--- src/net_pkg.sv ---
`default_nettype none

package net_pkg;

    // one IPv4 address, most significant octet first
    typedef logic [31:0] ip_addr_t;

    typedef logic [15:0] udp_port_t;

    // parsed UDP datagram header, same layout for rx and reply
    typedef struct packed {
        ip_addr_t  src_ip;
        ip_addr_t  dst_ip;
        udp_port_t src_port;
        udp_port_t dst_port;
        logic [15:0] length;
    } udp_hdr_t;

    // one payload byte on the stream
    typedef struct packed {
        logic [7:0] data;
        logic       last;
    } pay_beat_t;

    // active-low segments, bit 0 is segment a
    typedef logic [6:0] seg7_t;

    // digit k shows nibble k of the peer address
    typedef seg7_t [7:0] hex_bank_t;

    localparam int LED_WIDTH = 18;

endpackage

`default_nettype wire

--- src/echo_cfg_pkg.sv ---
`default_nettype none

package echo_cfg_pkg;

    // source address of every reply, 192.168.50.168
    localparam logic [31:0] LOCAL_IP = {8'd192, 8'd168, 8'd50, 8'd168};

    // the only port that gets an answer
    localparam logic [15:0] ECHO_PORT = 16'd1234;

    // reply headers waiting for the tx side
    localparam int HDR_FIFO_DEPTH = 4;

    // payload bytes waiting for the tx side
    localparam int PAY_FIFO_DEPTH = 64;

endpackage

`default_nettype wire

--- src/stream_fifo.sv ---
`timescale 1ns/1ps
`default_nettype none

module stream_fifo #(
    parameter type T     = logic [7:0],
    parameter int  DEPTH = 4
) (
    input  wire  i_clk,
    input  wire  i_rst,
    input  wire  i_push_valid,
    output logic o_push_ready,
    input  wire  T i_push,
    output logic o_pop_valid,
    input  wire  i_pop_ready,
    output T     o_pop
);

    localparam int PTR_W = (DEPTH > 1) ? $clog2(DEPTH) : 1;
    localparam int CNT_W = $clog2(DEPTH + 1);

    T mem [DEPTH];

    logic [PTR_W-1:0] wr_ptr;
    logic [PTR_W-1:0] rd_ptr;
    logic [CNT_W-1:0] count;
    logic             push_fire;
    logic             pop_fire;

    assign o_push_ready = (count != CNT_W'(DEPTH));
    assign o_pop_valid  = (count != '0);
    assign o_pop        = mem[rd_ptr];

    assign push_fire = i_push_valid && o_push_ready;
    assign pop_fire  = o_pop_valid && i_pop_ready;

    // item storage
    always_ff @(posedge i_clk) begin
        if (push_fire) begin
            mem[wr_ptr] <= i_push;
        end
    end

    always_ff @(posedge i_clk) begin
        if (i_rst) begin
            wr_ptr <= '0;
            rd_ptr <= '0;
            count  <= '0;
        end else begin
            if (push_fire) begin
                wr_ptr <= (wr_ptr == PTR_W'(DEPTH - 1)) ? '0 : wr_ptr + 1'b1;
            end
            if (pop_fire) begin
                rd_ptr <= (rd_ptr == PTR_W'(DEPTH - 1)) ? '0 : rd_ptr + 1'b1;
            end
            // simultaneous push and pop leaves count alone
            if (push_fire && !pop_fire) begin
                count <= count + 1'b1;
            end else if (pop_fire && !push_fire) begin
                count <= count - 1'b1;
            end
        end
    end

    a_count_bound: assert property (@(posedge i_clk) disable iff (i_rst)
        count <= CNT_W'(DEPTH));

    // an empty buffer has both pointers on the same slot
    a_no_empty_pop: assert property (@(posedge i_clk) disable iff (i_rst)
        (count == '0) |-> (rd_ptr == wr_ptr));

endmodule

`default_nettype wire

--- src/echo_ctrl.sv ---
`timescale 1ns/1ps
`default_nettype none

module echo_ctrl
    import net_pkg::*;
    import echo_cfg_pkg::*;
(
    input  wire       i_clk,
    input  wire       i_rst,

    input  wire       i_rx_hdr_valid,
    output logic      o_rx_hdr_ready,
    input  wire       udp_hdr_t i_rx_hdr,

    input  wire       i_rx_pay_valid,
    output logic      o_rx_pay_ready,
    input  wire       pay_beat_t i_rx_pay,

    output logic      o_hdr_push_valid,
    input  wire       i_hdr_push_ready,
    output udp_hdr_t  o_hdr_push,

    output logic      o_pay_push_valid,
    input  wire       i_pay_push_ready,
    output pay_beat_t o_pay_push
);

    typedef enum logic [1:0] {
        ST_IDLE    = 2'd0,
        ST_FORWARD = 2'd1,
        ST_DISCARD = 2'd2
    } state_t;

    state_t state;

    logic port_match;
    logic hdr_fire;
    logic pay_fire;

    assign port_match = (i_rx_hdr.dst_port == ECHO_PORT);

    // matching frames need room for the reply, others are simply dropped
    assign o_rx_hdr_ready = (state == ST_IDLE) && (!port_match || i_hdr_push_ready);
    assign hdr_fire       = i_rx_hdr_valid && o_rx_hdr_ready;

    // reply goes into the header FIFO on the accepting edge
    assign o_hdr_push_valid = i_rx_hdr_valid && (state == ST_IDLE) && port_match;

    always_comb begin
        o_hdr_push          = i_rx_hdr;
        o_hdr_push.src_ip   = LOCAL_IP;
        o_hdr_push.dst_ip   = i_rx_hdr.src_ip;
        o_hdr_push.src_port = i_rx_hdr.dst_port;
        o_hdr_push.dst_port = i_rx_hdr.src_port;
    end

    // echoed bytes wait on FIFO space, discarded bytes sink freely
    assign o_rx_pay_ready = ((state == ST_FORWARD) && i_pay_push_ready) ||
                            (state == ST_DISCARD);
    assign pay_fire       = i_rx_pay_valid && o_rx_pay_ready;

    assign o_pay_push_valid = i_rx_pay_valid && (state == ST_FORWARD);
    assign o_pay_push       = i_rx_pay;

    always_ff @(posedge i_clk) begin
        if (i_rst) begin
            state <= ST_IDLE;
        end else begin
            case (state)
                ST_IDLE: begin
                    if (hdr_fire) begin
                        state <= port_match ? ST_FORWARD : ST_DISCARD;
                    end
                end
                ST_FORWARD, ST_DISCARD: begin
                    if (pay_fire && i_rx_pay.last) begin
                        state <= ST_IDLE;
                    end
                end
                default: begin
                    state <= ST_IDLE;
                end
            endcase
        end
    end

    // upstream must hold a stalled header
    a_hdr_stable: assert property (@(posedge i_clk) disable iff (i_rst)
        (i_rx_hdr_valid && !o_rx_hdr_ready) |=> (i_rx_hdr_valid && $stable(i_rx_hdr)));

    // the frame closes with its last beat, so nothing follows until the next header
    a_no_idle_push: assert property (@(posedge i_clk) disable iff (i_rst)
        (o_pay_push_valid && i_pay_push_ready && o_pay_push.last) |=> !o_pay_push_valid);

endmodule

`default_nettype wire

--- src/status_display.sv ---
`timescale 1ns/1ps
`default_nettype none

module status_display
    import net_pkg::*;
(
    input  wire                  i_clk,
    input  wire                  i_rst,
    input  wire                  i_tx_hdr_valid,
    input  wire                  i_tx_hdr_ready,
    input  wire ip_addr_t        i_tx_hdr_dst_ip,
    input  wire                  i_tx_pay_valid,
    input  wire                  i_tx_pay_ready,
    input  wire pay_beat_t       i_tx_pay,
    output logic [LED_WIDTH-1:0] o_led_r,
    output hex_bank_t            o_hex
);

    // active-low glyphs, segment order gfedcba
    function automatic seg7_t hex_to_seg(input logic [3:0] nib);
        seg7_t seg;
        case (nib)
            4'h0: seg = 7'h40;
            4'h1: seg = 7'h79;
            4'h2: seg = 7'h24;
            4'h3: seg = 7'h30;
            4'h4: seg = 7'h19;
            4'h5: seg = 7'h12;
            4'h6: seg = 7'h02;
            4'h7: seg = 7'h78;
            4'h8: seg = 7'h00;
            4'h9: seg = 7'h10;
            4'ha: seg = 7'h08;
            4'hb: seg = 7'h03;
            4'hc: seg = 7'h46;
            4'hd: seg = 7'h21;
            4'he: seg = 7'h06;
            default: seg = 7'h0e;
        endcase
        return seg;
    endfunction

    logic     frame_start;
    ip_addr_t peer_ip;

    // first byte after reset or after a last beat opens a frame
    always_ff @(posedge i_clk) begin
        if (i_rst) begin
            frame_start <= 1'b1;
            o_led_r     <= '0;
        end else if (i_tx_pay_valid && i_tx_pay_ready) begin
            if (frame_start) begin
                o_led_r <= {{(LED_WIDTH - 8){1'b0}}, i_tx_pay.data};
            end
            frame_start <= i_tx_pay.last;
        end
    end

    always_ff @(posedge i_clk) begin
        if (i_rst) begin
            peer_ip <= '0;
        end else if (i_tx_hdr_valid && i_tx_hdr_ready) begin
            peer_ip <= i_tx_hdr_dst_ip;
        end
    end

    always_comb begin
        for (int k = 0; k < 8; k++) begin
            o_hex[k] = hex_to_seg(peer_ip[4*k +: 4]);
        end
    end

endmodule

`default_nettype wire

--- src/udp_echo_top.sv ---
`timescale 1ns/1ps
`default_nettype none

module udp_echo_top
    import net_pkg::*;
    import echo_cfg_pkg::*;
(
    input  wire                  i_clk,
    input  wire                  i_rst,

    input  wire                  i_rx_hdr_valid,
    output logic                 o_rx_hdr_ready,
    input  wire udp_hdr_t        i_rx_hdr,
    input  wire                  i_rx_pay_valid,
    output logic                 o_rx_pay_ready,
    input  wire pay_beat_t       i_rx_pay,

    output logic                 o_tx_hdr_valid,
    input  wire                  i_tx_hdr_ready,
    output udp_hdr_t             o_tx_hdr,
    output logic                 o_tx_pay_valid,
    input  wire                  i_tx_pay_ready,
    output pay_beat_t            o_tx_pay,

    output logic [LED_WIDTH-1:0] o_led_r,
    output hex_bank_t            o_hex
);

    // control to FIFO push side
    logic      hdr_push_valid;
    logic      hdr_push_ready;
    udp_hdr_t  hdr_push;
    logic      pay_push_valid;
    logic      pay_push_ready;
    pay_beat_t pay_push;

    echo_ctrl u_echo_ctrl (
        .i_clk            (i_clk),
        .i_rst            (i_rst),
        .i_rx_hdr_valid   (i_rx_hdr_valid),
        .o_rx_hdr_ready   (o_rx_hdr_ready),
        .i_rx_hdr         (i_rx_hdr),
        .i_rx_pay_valid   (i_rx_pay_valid),
        .o_rx_pay_ready   (o_rx_pay_ready),
        .i_rx_pay         (i_rx_pay),
        .o_hdr_push_valid (hdr_push_valid),
        .i_hdr_push_ready (hdr_push_ready),
        .o_hdr_push       (hdr_push),
        .o_pay_push_valid (pay_push_valid),
        .i_pay_push_ready (pay_push_ready),
        .o_pay_push       (pay_push)
    );

    stream_fifo #(.T(udp_hdr_t), .DEPTH(HDR_FIFO_DEPTH)) hdr_fifo (
        .i_clk        (i_clk),
        .i_rst        (i_rst),
        .i_push_valid (hdr_push_valid),
        .o_push_ready (hdr_push_ready),
        .i_push       (hdr_push),
        .o_pop_valid  (o_tx_hdr_valid),
        .i_pop_ready  (i_tx_hdr_ready),
        .o_pop        (o_tx_hdr)
    );

    stream_fifo #(.T(pay_beat_t), .DEPTH(PAY_FIFO_DEPTH)) pay_fifo (
        .i_clk        (i_clk),
        .i_rst        (i_rst),
        .i_push_valid (pay_push_valid),
        .o_push_ready (pay_push_ready),
        .i_push       (pay_push),
        .o_pop_valid  (o_tx_pay_valid),
        .i_pop_ready  (i_tx_pay_ready),
        .o_pop        (o_tx_pay)
    );

    // display watches the tx handshakes only
    status_display u_status_display (
        .i_clk           (i_clk),
        .i_rst           (i_rst),
        .i_tx_hdr_valid  (o_tx_hdr_valid),
        .i_tx_hdr_ready  (i_tx_hdr_ready),
        .i_tx_hdr_dst_ip (o_tx_hdr.dst_ip),
        .i_tx_pay_valid  (o_tx_pay_valid),
        .i_tx_pay_ready  (i_tx_pay_ready),
        .i_tx_pay        (o_tx_pay),
        .o_led_r         (o_led_r),
        .o_hex           (o_hex)
    );

endmodule

`default_nettype wire

--- config.mk ---
export PLATFORM = sky130hd
export DESIGN_NAME = udp_echo_top
export DESIGN_NICKNAME = d
export VERILOG_FILES = /design/src/net_pkg.sv /design/src/echo_cfg_pkg.sv /design/src/stream_fifo.sv /design/src/echo_ctrl.sv /design/src/status_display.sv /design/src/udp_echo_top.sv
export SDC_FILE = /design/constraint.sdc
export NUM_CORES = 1
export LEC_CHECK = 0
export BUFFER_PORTS_ARGS = -buffer_cell sky130_fd_sc_hd__buf_4
export CORE_ASPECT_RATIO = 0.7
export CORE_MARGIN = 1
export CORE_UTILIZATION = 38
export CTS_CLUSTER_DIAMETER = 200
export DETAILED_ROUTE_END_ITERATION = 7
export GPL_TIMING_DRIVEN = 0
export SYNTH_ARGS = -nofsm -noshare
export SYNTH_HDL_FRONTEND = slang
export SYNTH_SLANG_ARGS = --single-unit
--- constraint.sdc ---
create_clock -name i_clk -period 7.85 [get_ports i_clk]
set_input_delay 0.785 -clock i_clk [delete_from_list [all_inputs] [get_ports i_clk]]
set_output_delay 0.785 -clock i_clk [all_outputs]
set_load 0.02 [all_outputs]
* Word-level counts from Yosys, hierarchy flattened
Memories as Yosys holds them, arrays and structs flattened. A register that Yosys moved wholly into a read port is not among the register bits.
Index checks and enable logic that the tools add are counted.
** Operators by class
- Equal/unequal tests :: 11
- Add/sub/neg operators :: 8
- Muxes and demuxes :: 36
- Reductions and logical operators :: 31
** Operators with widths (count)
- 2-to-1 mux 4 bit :: 16
- 2-to-1 mux 6 bit :: 4
- equality test 16 x 11 -> 1 bit (second input constant) :: 1
- logical AND 1 bit :: 16
- 2-to-1 mux 2 bit :: 7
- 2-to-1 mux 7 bit :: 2
- adder 6 x 1 -> 6 bit (second input constant) :: 2
- equality test 6 bit (second input constant) :: 2
- adder 7 x 1 -> 7 bit (second input constant) :: 1
- inequality test 7 bit (second input constant) :: 1
- nonzero test 7 bit :: 1
- subtractor 7 x 1 -> 7 bit (second input constant) :: 1
- equality test 2 bit (second input constant) :: 3
- 2-to-1 mux 3 bit :: 2
- logical NOT 1 bit :: 5
- adder 2 x 1 -> 2 bit (second input constant) :: 2
- 2-to-1 mux 1 bit :: 4
- inequality test 2 x 1 -> 1 bit (second input constant) :: 2
- case mux 2 bit (2 select lines) :: 1
- AND reduction 2 bit :: 2
- nonzero test 2 bit :: 2
- adder 3 x 1 -> 3 bit (second input constant) :: 1
- inequality test 3 bit (second input constant) :: 1
- nonzero test 3 bit :: 1
- other kinds (5) :: 6
** Storage, ports and cells
- Output and inout bits :: 199
- Word-level logic and storage cells :: 106
- Memories :: 10
- RAM bits :: 896
- Register bits :: 69
- Bits in read-only memories :: 896
- Input port bits :: 127
** Memories
- pay_fifo.mem :: words 64, bits a word 9, read ports 1, clocked after Yosys merged registers in 1, write ports 1, RTL line stream_fifo.sv:21 : T mem [DEPTH];
- hdr_fifo.mem :: words 4, bits a word 80, read ports 1, clocked after Yosys merged registers in 1, write ports 1, RTL line stream_fifo.sv:21
- (name not given) :: words 16, bits a word 7, read ports 1, clocked after Yosys merged registers in 1, write ports 0, RTL line status_display.sv:22 : case (nib)
- (name not given) :: words 16, bits a word 7, read ports 1, clocked after Yosys merged registers in 1, write ports 0, RTL line status_display.sv:22
- (name not given) :: words 16, bits a word 7, read ports 1, clocked after Yosys merged registers in 1, write ports 0, RTL line status_display.sv:22
- (name not given) :: words 16, bits a word 7, read ports 1, clocked after Yosys merged registers in 1, write ports 0, RTL line status_display.sv:22
- 4 more memories

* Logic depth before layout (Yosys ltp)
- Word-level depth :: 8
- Depth in mapped cells :: 12
- Depth with buffers taken out :: 11

* Cells and area by module
From an unflattened synthesis, not the netlist that was laid out.
** Unflattened totals
- Cells, all modules :: 2491
- Area, all modules :: 46921.3 um2
** By module, submodules not included
- stream_fifo at pay_fifo :: area an instance 23874.1 um2, sequential area each 17797.1 um2, times used 1, cells an instance 1220
- stream_fifo at hdr_fifo :: area an instance 16643.5 um2, sequential area each 13633.1 um2, times used 1, cells an instance 633
- status_display :: area an instance 5213.8 um2, sequential area each 1941.9 um2, times used 1, cells an instance 483
- echo_ctrl :: area an instance 1189.9 um2, sequential area each 40.0 um2, times used 1, cells an instance 155

* Worst setup path after synthesis
No wires, ideal clock.
- Path kind :: in2reg
- Start point :: input i_rx_hdr[29] in the netlist's numbering
- End point :: memory hdr_fifo.mem[0][0] in the netlist's numbering (enable)
- Buffers on the path :: 0
- Setup time :: 0.447 ns
- Arrival time :: 3.749 ns
- Slack :: 3.653 ns
- Required time :: 7.403 ns
- Stages on the path :: 4
- Cell sequence :: nor4b_1 > nand4_1 > nor3_1 > and2_1
** On the way
- Cells in the longest elaborated chain, start to end :: 5
** RTL lines
- from (decl) :: RTL line udp_echo_top.sv:13 : input wire udp_hdr_t i_rx_hdr,
- equality test 16 x 11 -> 1 bit :: RTL line echo_ctrl.sv:40 : assign port_match = (i_rx_hdr.dst_port == ECHO_PORT);
- logical AND 1 bit :: RTL line echo_ctrl.sv:47 : assign o_hdr_push_valid = i_rx_hdr_valid && (state == ST_IDLE) && port_match;
- logical AND 1 bit :: RTL line stream_fifo.sv:33 : assign push_fire = i_push_valid && o_push_ready;
- named net hdr_fifo.push_fire :: RTL line stream_fifo.sv:26 : logic push_fire;
- 2-to-1 mux 1 bit :: RTL line stream_fifo.sv:38 : if (push_fire) begin
- 2-to-1 mux 1 bit (not written as such) :: RTL line stream_fifo.sv:39 : mem[wr_ptr] <= i_push;
- to (decl) :: RTL line stream_fifo.sv:21
The timed path passes the listed nets, and every way through them passes these cells.

==> flow_metrics.py <==
metrics = {
    "synthesis": {
        "ys_seq_elements": 1029,
        "yosysSeqAreaShare_pct": 71.98,
        "synthTopCellsByCount": "edfxtp_1, mux4_2, dfxtp_1",
        "ys_types": 67,
        "netlist_area_mm2": 0.04108,
        "avgSynthCellArea_um2": 18.22,
        "synth.most_common_cell": "edfxtp_1",
        "synthTopCellsByArea": "edfxtp_1, mux4_2, dfxtp_1",
        "yosysWarnings": 0,
        "ys.flop_type": "edfxtp_1",
        "synth_area_leader_cell": "edfxtp_1",
        "synth_top_area_share_pct": 65.50,
        "async_flop_share_pct": 0,
        "synth_edf_count": 896,
        "syn_inst": 2254,
    },
    "pwr": {
        "p_leak_nw": 16.00,
        "vdd_drop_max_uv": 219.7,
        "powerDensity_mw_per_mm2": 281.4,
    },
    "clocking": {
        "cts_inserted_buffers": 100,
        "clk_pin_slew_ns": 0.06,
        "clk_latency_ns": 0.70,
        "cts_buffer_depth": 3,
        "cts_tree": "yes",
        "h-tree-depth": 3,
        "hold_buffers": 0,
        "tritoncts_num_sinks": 1029,
        "cts_post_setup_buffers_inserted": 0,
        "clock-root-buffer": "clkbuf_16",
        "cts_repair_resize_count": 0,
    },
    "floorplan": {
        "core.rowCount": 100,
        "dieArea_mm2": 0.1094,
        "die_w_um": 395.0,
        "die_y_um": 277.1,
        "start_util_pct": 38.49,
        "core_mm2": 0.1067,
        "pin_count": 326,
    },
    "setup_path": {
        "cp-end-kind": "output port",
        "worstPathRequired_ns": 7.07,
        "critPathKind": "flop to output port",
        "worstPathArrival_ns": 4.41,
        "path_delay_family": "buffers and inverters",
        "slowest_delay_ns": 0.77,
        "worst_setup_path_start_kind": "flop",
        "crit_path_max_fanout": 10,
        "path_cells": "clkbuf_1 > clkbuf_1 > mux4_2 > mux2i_1 > nor2_1 > o21ai_0 > o21ai_0 > buf_4",
        "path_buf_inv": 3,
        "slowest_stage": "clkbuf_1",
    },
    "drt": {
        "drc": 0,
        "routedWlPerCell_um": 24.81,
        "drt_iter0_markers": 2234,
        "vias": 22350,
        "drt-total-wl_mm": 103.3,
        "ant_nets": 0,
        "vias_per_cell": 5.368,
        "first_pass_iters": 5,
    },
    "sta": {
        "skew_ns": 0.04870,
        "setup_viol": 0,
        "rsz0062_at_grt": "no",
        "setup_tns_ns": 0,
        "clock.fmax_mhz": 192.4,
        "worst_slew_pin_slew_ns": 1.253,
        "min_period_ns": 5.197,
        "finalCritPeriodShare_pct": 66.21,
        "slew_headroom_pct": 15.11,
        "drv_slew": 0,
        "hold_viol_final": 0,
        "hold_slack_ns": 0.2920,
    },
    "run_status": {
        "status": "completed",
    },
    "cells_and_area": {
        "final_nets": 2846,
        "drive_above_1_share_pct": 27.14,
        "fillers": 9074,
        "area_growth_pct": 17.61,
        "final_core_util_pct": 45.26,
    },
    "global_routing": {
        "antenna_found_initial": 5,
        "grt_max_degree": 66,
        "grt_pass1_wl_mm": 150.2,
        "grtUsageTotal_pct": 18.63,
        "grt-ovfl-total": 0,
        "grt_pass1_vias": 22450,
    },
    "placed_design": {
        "gp_congestion": 0.9351,
        "hpwl_mm": 70.77,
        "numPortBuffers": 251,
    },
    "hold_path": {
        "hp-class": "input pin to flop",
    },
    "run": {
        "maxCapViolations": 0,
    },
}
sequential cells by signal (all words and copies together) (netlist names), named ones only:
| register | count |
|---|---|
| hdr_fifo.count | 3 |
| hdr_fifo.mem | 320 |
| hdr_fifo.rd_ptr | 2 |
| hdr_fifo.wr_ptr | 2 |
| pay_fifo.count | 7 |
| pay_fifo.mem | 576 |
| pay_fifo.rd_ptr | 6 |
| pay_fifo.wr_ptr | 6 |
| u_echo_ctrl.state | 2 |
| u_status_display.frame_start | 1 |
| u_status_display.o_hex | 56 |
| u_status_display.o_led_r | 8 |
| u_status_display.peer_ip | 32 |
per-stage QoR:
step / power [mW] / std cells / cell area (um^2) / setup WS, ns
5_1_grt: 14.04 / 4164 / 48310 / 2.565
6_report: 13.59 / 4164 / 48310 / 2.653
2_1_floorplan: 7.859 / 2294 / 41230 / 3.653
4_1_cts: 13.67 / 4162 / 48310 / 2.868
3_5_place_dp: 8.824 / 3977 / 45000 / 3.142
3_3_place_gp: 8.756 / 3973 / 44900 / 0.7940
worst register-to-register path, delay by kind of cell (launching register included):
family	cells	cell delay, ns
fa+ha+maj	2	0.63
compound gates	5	1.13
buf+inv	2	0.51
simple gates	1	0.63
mux	1	0.35
flops	1	0.34
cells in the final DEF, fill, tap and decap left out, drive strengths merged, types with 37 or more instances in the layout:
master  count
mux4      196
edfxtp    896
clkbuf    147
a21oi      60
nand2     116
dfxtp     133
clkinv     43
o22ai      37
mux2i     127
conb       42
inv        56
ha         66
nor2      115
buf       374
final timing paths:
check,startpoint,end,slack (ns),cells past startpoint
setup / recovery,flop,o_tx_pay[6],2.65,8
hold / removal,i_rx_hdr[45],hdr_fifo.mem[0][29],0.29,1
setup reg to reg,pay_fifo.count[2],pay_fifo.count[6],4.15,11
hold reg to reg,u_status_display.peer_ip[28],u_status_display.peer_ip[28],0.47,2
cell families (layout without fill, tap and decap cells):
logic type      after synthesis  count (layout)  share of synthesized area [%]
compound gates              237             237                          4.005
xor+xnor                     21              21                         0.4478
fa+ha+maj                    68              68                          2.108
buf+inv                     197             637                          2.763
flops                      1029            1029                          71.98
mux                         348             348                          14.77
other cells                   2              44                        0.01828
simple gates                352             352                          3.905
power by group:
part	internal [mW]	total, mW	leakage, nW	switching (mW)
logic	1.05	2.55	5.26	1.50
registers	6.09	6.17	9.13	0.0799
clock network	2.77	4.87	1.61	2.10
layer usage:
layer,up-vias,part of all wire [%],global-route usage (%)
li1,9671,-,-
met1,11580,43,26.30
met2,921,45,28.23
met3,176,8.6,4.966
met4,4,2.7,5.456
met5,-,0.025,0
area by class of cell:
class | instances | area (um^2) | area share, %
Inverter | 50 | 187.7 | 0.3885
Clock inverter | 66 | 705.7 | 1.461
Antenna cell | 2 | 5.005 | 0.01036
Clock buffer | 119 | 2595 | 5.372
Tap cell | 1428 | 1787 | 3.698
Multi-Input combinational cell | 1068 | 10540 | 21.81
Timing Repair Buffer | 255 | 1979 | 4.097
Sequential cell | 1029 | 29570 | 61.21
Buffer | 147 | 947.2 | 1.961
Note: power is estimated with default switching activity, not from simulation.
